<file path="config.mk">
export PLATFORM = sky130hd
export DESIGN_NAME = ppu_result_flat
export DESIGN_NICKNAME = d
export VERILOG_FILES = /design/src/verilog/ppu_pkg.sv /design/src/verilog/fir_if.sv /design/src/verilog/ppu_result.sv /design/src/flat_wrapper.sv
export SDC_FILE = /design/constraint.sdc
export NUM_CORES = 1
export LEC_CHECK = 0
export ABC_CLOCK_PERIOD_IN_PS = 7000
export BUFFER_PORTS_ARGS = -buffer_cell sky130_fd_sc_hd__clkbuf_2
export CAP_MARGIN = 25
export CORE_AREA = 2 2 104 106
export DETAILED_ROUTE_END_ITERATION = 8
export DIE_AREA = 0 0 106 108
export GPL_TIMING_DRIVEN = 1
export MAX_ROUTING_LAYER = met4
export PLACE_DENSITY = 0.76
export SYNTH_ARGS = -nofsm -noshare
export SYNTH_HDL_FRONTEND = slang
export SYNTH_SLANG_ARGS = --single-unit
</file>
<file path="constraint.sdc">
create_clock -name vclk -period 7
set_clock_uncertainty 0.2 [all_clocks]
set_input_delay 1.05 -clock vclk [all_inputs]
set_output_delay 1.05 -clock vclk [all_outputs]
set_load 0.02 [all_outputs]
</file>
<file path="src/verilog/ppu_pkg.sv">
package ppu_pkg;

  typedef enum logic [1:0] {
    OP_ADD = 2'd0,
    OP_SUB = 2'd1,
    OP_MUL = 2'd2 // code 3 is reserved and runs as an add
  } op_t;

  // the regime value k of an n-bit posit lies in -(n-1) .. n-2
  function automatic int k_size(input int n);
    return $clog2(n) + 1;
  endfunction

  // total exponent k * 2^es + e, with one extra bit so a product still fits
  function automatic int te_size(input int n, input int es);
    return k_size(n) + es + 1;
  endfunction

  // significand width including the hidden one
  function automatic int mant_size(input int n, input int es);
    return n - es - 1;
  endfunction

  // full product width plus a trailing sticky bit
  function automatic int frac_full_size(input int n, input int es);
    return 2 * mant_size(n, es) + 1;
  endfunction

endpackage

</file>
<file path="src/verilog/fir_if.sv">
`timescale 1ns/1ps

interface fir_if #(
  parameter int N = 16,
  parameter int ES = 1
);

  localparam int TE_W = ppu_pkg::te_size(N, ES);
  localparam int W = ppu_pkg::frac_full_size(N, ES);

  logic sign;
  logic signed [TE_W-1:0] te;
  logic [W-1:0] frac; // msb is the hidden one, lsb carries sticky
  logic zero;

  modport src (
    output sign, te, frac, zero
  );

  modport dst (
    input sign, te, frac, zero
  );

endinterface

</file>
<file path="src/verilog/ppu_result.sv">
`timescale 1ns/1ps

module ppu_result #(
  parameter int N = 16,
  parameter int ES = 1
) (
  fir_if.dst           f,
  output logic [N-1:0] posit
);

  localparam int W = ppu_pkg::frac_full_size(N, ES);
  localparam int TW = ES + W - 1; // exponent and fraction below the hidden one
  localparam int LW = 2 + TW + N; // room for the longest regime run
  localparam logic [N-2:0] MAXPOS = {(N-1){1'b1}};
  localparam logic [N-2:0] MINPOS = {{(N-2){1'b0}}, 1'b1};

  int k_i;
  logic [ES-1:0] expv;
  logic [LW-1:0] v_ext, body;
  logic [N-2:0] mag, mag_r, mag_f;
  logic guard, sticky, round_up;

  assign k_i = int'(f.te) >>> ES;
  assign expv = f.te[ES-1:0];

  // the first regime bit and its terminator are placed and then the run is
  // widened by shifting
  always_comb begin
    if (k_i >= 0) begin
      v_ext = {2'b10, expv, f.frac[W-2:0], {N{1'b0}}};
      body = $signed(v_ext) >>> k_i;
    end else begin
      v_ext = {2'b01, expv, f.frac[W-2:0], {N{1'b0}}};
      body = v_ext >> (-k_i - 1);
    end
  end

  assign mag = body[LW-1 -: N-1];
  assign guard = body[LW-N];
  assign sticky = |body[LW-N-1:0];
  assign round_up = guard & (mag[0] | sticky); // ties go to even
  assign mag_r = mag + {{(N-2){1'b0}}, round_up};

  // clamp rather than run into NaR or zero
  always_comb begin
    if (k_i > N - 2) begin
      mag_f = MAXPOS;
    end else if (k_i < -(N - 2)) begin
      mag_f = MINPOS;
    end else if (mag_r == '0) begin
      mag_f = MAXPOS; // rounding carried out of maxpos
    end else begin
      mag_f = mag_r;
    end
  end

  always_comb begin
    if (f.zero) begin
      posit = '0;
    end else if (f.sign) begin
      posit = -{1'b0, mag_f};
    end else begin
      posit = {1'b0, mag_f};
    end
  end

endmodule

</file>
<file path="src/flat_wrapper.sv">
// flat-port wrapper written by rule: the top's interface ports become plain ports
module ppu_result_flat 
#(
  parameter int N = 16,
  parameter int ES = 1
)
  (posit, f_sign, f_te, f_frac, f_zero);
  fir_if #(.N(N), .ES(ES)) f_i ();
  output logic [N-1:0] posit;
  input wire logic [$bits(f_i.sign)-1:0] f_sign;
  input wire logic [$bits(f_i.te)-1:0] f_te;
  input wire logic [$bits(f_i.frac)-1:0] f_frac;
  input wire logic [$bits(f_i.zero)-1:0] f_zero;
  assign f_i.sign = f_sign;
  assign f_i.te = f_te;
  assign f_i.frac = f_frac;
  assign f_i.zero = f_zero;
  ppu_result #(.N(N), .ES(ES)) u_core (.f(f_i), .posit(posit));
endmodule
</file>
Word-level counts from Yosys, hierarchy flattened
Cells that the tools add are included.

word-level totals
  bits of input ports = 38
  register bits = 0
  logic and storage cells = 19

cells by class
  mux-type cells = 6
  bitwise logic cells = 2
  reductions and logical operators = 2
  shift-type cells = 2
  order comparisons = 3
  add/subtract/negate cells = 4

operator list
  operator               number
  $mux 47                1
  $shr 46x32->47         1
  $sshr 47x32->47        1
  $mux 15                3
  $mux 16                2
  $neg 6->32             1
  $sub 32x2->32 const B  1
  $reduce_or 31->1       1
  $neg 15->16            1
  $add 15x1->15          1
  $logic_not 15->1       1
  $ge 6x1->1 const B     1
  $gt 6x5->1 const B     1
  $lt 6x5->1 const B     1
  $and 1x1->1            1
  $or 1x1->1             1

Depth between registers and ports, before layout
  depth in word-level cells = 15
  depth in mapped cells = 28
  mapped depth without buffers = 24

Worst setup path after synthesis
No wires, ideal clock.

  path kind = input -> output
  from = in f_te[6]
  to = out posit[10]
  buffers on the path = 8
  setup slack = -676 ps
  stages on the path = 28
  arrival time = 6,426 ps
  path through = buf_2 buf_2 buf_2 buf_2 buf_1 clkbuf_1 nor3_1 nor2_1 o22ai_1 nand2_1 o21ai_0 ha_1 nand3_1 o22ai_2 nand3_1 nor3_1 and3_1 a211oi_1 nor4b_4 buf_4 buf_6 nor4_1 ha_1 nor4b_1 nand3_1 or3_1 a31o_2 a21oi_1

between the ends
  cells in the longest elaborated chain, start to end = 15
  elaborated cells on any way between the ends = 19
  those cells by class = add/sub: 4; order compare: 3; shift: 2; mux: 6; bitwise: 2; reduce/logical: 2

ends and longest elaborated chain
  element             RTL line            source
  start: declaration  flat_wrapper.sv:11  input wire logic [$bits(f_i.te)-1:0] f_te;
  $neg 6->32          ppu_result.sv:34    body = v_ext >> (-k_i - 1);
  $sub 32x2->32       ppu_result.sv:34
  $shr 46x32->47      ppu_result.sv:34
  $mux 47             ppu_result.sv:29    if (k_i >= 0) begin
  $reduce_or 31->1    ppu_result.sv:40    assign sticky = |body[LW-N-1:0];
  $or 1x1->1          ppu_result.sv:41    assign round_up = guard & (mag[0] | sticky);
  $and 1x1->1         ppu_result.sv:41
  $add 15x1->15       ppu_result.sv:42    assign mag_r = mag + {{(N-2){1'b0}}, round_up};
  $logic_not 15->1    ppu_result.sv:50    end else if (mag_r == '0) begin
  $mux 15             ppu_result.sv:50
  $mux 15             ppu_result.sv:48    end else if (k_i < -(N - 2)) begin
  $mux 15 (*)         ppu_result.sv:46    if (k_i > N - 2) begin
  $neg 15->16         ppu_result.sv:61    posit = -{1'b0, mag_f};
  $mux 16 (*)         ppu_result.sv:60    end else if (f.sign) begin
  $mux 16 (*)         ppu_result.sv:58    if (f.zero) begin
  end: declaration    flat_wrapper.sv:9   output logic [N-1:0] posit;

Every way passes the cells marked *; elsewhere a longest branch is shown, timed or not.

Worst setup path in the final report
  from = in f_te[1]
  to = out posit[6]

The elaborated chain is that of the path after synthesis.

==> results.yml <==
logic_synthesis:
  synth_top_area_cell: "mux2i_1"
  synth_simple_gate_area_share_pct: 27.4
  synth_mux_area_share_pct: 19.4
  syn_avg_cell_area_um2: 6.94
  synthXorXnorAreaFrac_pct: 3.17
  synthAdderAreaFrac_pct: 0.453
  netlist_area_mm2: 0.00553
  yosys_warnings: 0
  synth_cell_types: 92
  syn_nets: 836
  synthTopCellsByArea: "mux2i_1, mux4_2, nand2_1, o21ai_0, nor2_1"
  synthCells: 796
  synth_top_area_share_pct: 9.96
  ys_seq_area_share_pct: 0
  synth_compound_area_share_pct: 41.1
  synth_top_family_by_area: "compound AO/OA/AOI/OAI gates"
cells_and_area:
  num-clock-buffers: 0
  flops_and_latches: 0
  multi_input_area_mm2: 0.00545
  layout.nets: 984
  syn2layout_area_growth_pct: 34.5
  fill_cells: 862
  drive_gt1_share_pct: 36.9
  finalNonFillerCells: 1078
  regArea_um2: 0
  antenna_cells: 0
critical_path:
  required_ns: 5.75
  worstPathMaxFanout: 19
  crit_path_start_kind: "input port"
  critPathCaptureType: "output pin"
  crit_type: "input port to output pin"
  arrival_ns: 5.74
grt:
  grt_pass1_wl_um: 39000
  grtUsageTotal_pct: 43.9
  grt_overflow: 0
  antenna_found_initial: 0
  grt_max_degree: 43
  grt_pass1_vias: 7255
routing:
  ant_nets: 0
  wl_um: 25600
  drtPass1Iterations: 9
  num_vias: 7982
  viasPerCell: 7.40
  drt-initial-drc-count: 1234
  route.detailed.drc: 0
  post_drt_wl_per_cell_um: 23.7
sta:
  min_period_ns: 6.99
  worst-slew-pin-transition_ns: 0.684
  finalSetupViolCount: 0
  fin_setup_tns_ns: 0
  max_slew_margin_pct: 54.3
  fin_ws_ns: 0.0131
  rsz0062_at_grt: "true"
  final_hold_viol_count: 0
  fin_crit_sh_pct: 99.8
  report.final.slew_viol_count: 0
  max_freq_ghz: 0.143
placement:
  place_congestion: 1.07
  dp_hpwl_um: 19600
  place_inst: 1055
  port_buffers: 53
  dpl_worst_slack_ns: -0.258
power:
  combPwrFrac_pct: 100.0
  ir_worst_vdd_uv: 68.8
  p_leak_uw: 0.00288
  power_density_mw_per_mm2: 88.3
  switchingPower_uw: 375
  swShare_pct: 57.1
  seq_power_share_pct: 0
  internal-power_uw: 282
  clkPwrFrac_pct: 0
floorplan:
  num_rows: 37
  die_y_um: 108
  io_pins: 54
  die_width_um: 106
  start_util_pct: 54.0
  core_mm2: 0.0102
  die_area_mm2: 0.0114
status:
  outcome: "finished, final reports clean"
job:
  maxCapViolCount: 0
hold_path:
  hold_path.class: "input port to output pin"
-- cells in the final DEF (no fill, tap or decap), types with 11 or more instances in the layout --
cell type	instances
nor2_1	53
and2_1	11
nand3_1	27
mux4_2	13
a31oi_1	14
a22oi_1	14
a21oi_1	33
buf_4	163
clkbuf_2	46
a221oi_1	11
xnor2_1	14
mux2_2	12
mux2i_2	12
nor3_1	22
o22ai_1	24
mux2i_1	45
o221ai_1	18
o211ai_1	14
nand4_1	14
o21ai_0	45
nand2_1	67
nand2b_1	16
-- worst paths after layout --
check                 startpoint         to  depth (start not counted)
worst min-delay path      f_zero  posit[12]                          3
worst max-delay path     f_te[1]   posit[6]                         24
-- power groups by stage --
stage / registers, uW / logic [uW] / clock network (uW)
global placement: 0 / 576 / 0
floorplan: 0 / 377 / 0
CTS: 0 / 613 / 0
detailed placement: 0 / 585 / 0
global route: 0 / 687 / 0
finish: 0 / 656 / 0
-- stage by stage --
step	instance area (um2)	total power, uW	hold WS (ns)	utilization [%]
after global routing	7440	687	2.46	72.7
after detailed placement	6960	585	2.43	68.0
final	7440	656	2.44	72.7
after floorplan	5790	377	2.15	-
after CTS	7250	613	2.43	70.9
after global placement	6960	576	2.42	68.0
-- worst max-delay path, cell delays in order --
cell,delay [ns]
buf_8,0.12
buf_12,0.13
buf_6,0.14
buf_12,0.19
mux2i_1,0.35
o22ai_1,0.14
o21ai_0,0.45
o311a_1,0.36
o2bb2ai_1,0.16
a31oi_1,0.21
nor4_4,0.37
a31oi_2,0.19
nor4b_4,0.35
buf_4,0.18
nor4_4,0.03
ha_2,0.21
buf_4,0.15
buf_4,0.13
nand2b_4,0.15
nor2_4,0.11
a21oi_1,0.05
and2_1,0.16
a31oi_1,0.17
buf_4,0.17
-- layer usage --
layer | GRT usage (%) | vias up | routed length (um)
met5 | - | - | 0
met4 | 15.3 | 0 | 1520
met3 | 9.46 | 149 | 3330
met2 | 68.6 | 653 | 11000
met1 | 56.2 | 3696 | 9710
li1 | - | 3484 | -
-- area by class of cell --
cell class	instances	area share (%)
multi-input cells	703	73.3
repair buffers	228	23.9
well taps	136	2.29
inverters	11	0.572
-- cells by family after synthesis --
| logic type | after synthesis |
|---|---|
| AOI/OAI and AO/OA | 308 |
| muxes | 87 |
| adders and majority gates | 2 |
| xor gates and xnor gates | 20 |
| buffers and inverters | 93 |
| and+or+nand+nor | 286 |
-- Yosys cell counts (6+ instances only) --
cell type	instances
a211oi_1	13
a21oi_1	40
a221oi_1	13
a22o_1	9
a22oi_1	16
a31oi_1	14
and2_1	11
buf_1	6
buf_2	29
buf_6	10
clkbuf_1	34
inv_1	9
mux2_2	12
mux2i_1	55
mux4_2	13
nand2_1	69
nand2b_1	17
nand3_1	30
nand3b_1	7
nand4_1	14
nand4b_1	6
nor2_1	56
nor2b_1	9
nor3_1	24
nor4_1	8
o211ai_1	14
o21a_1	7
o21ai_0	47
o221ai_1	20
o22ai_1	25
o31ai_1	7
or2_2	8
xnor2_1	15
-- timing repair --
item | in CTS | in global routing
gates resized for setup | 37 | 32
buffers inserted | 14 | 8
cloned | 1 | 0
pin swaps | 20 | 16
endpoints found under the setup margin | 6 | 7
hold buffers | 0 | 0
Note: power is estimated with default switching activity, not from simulation.
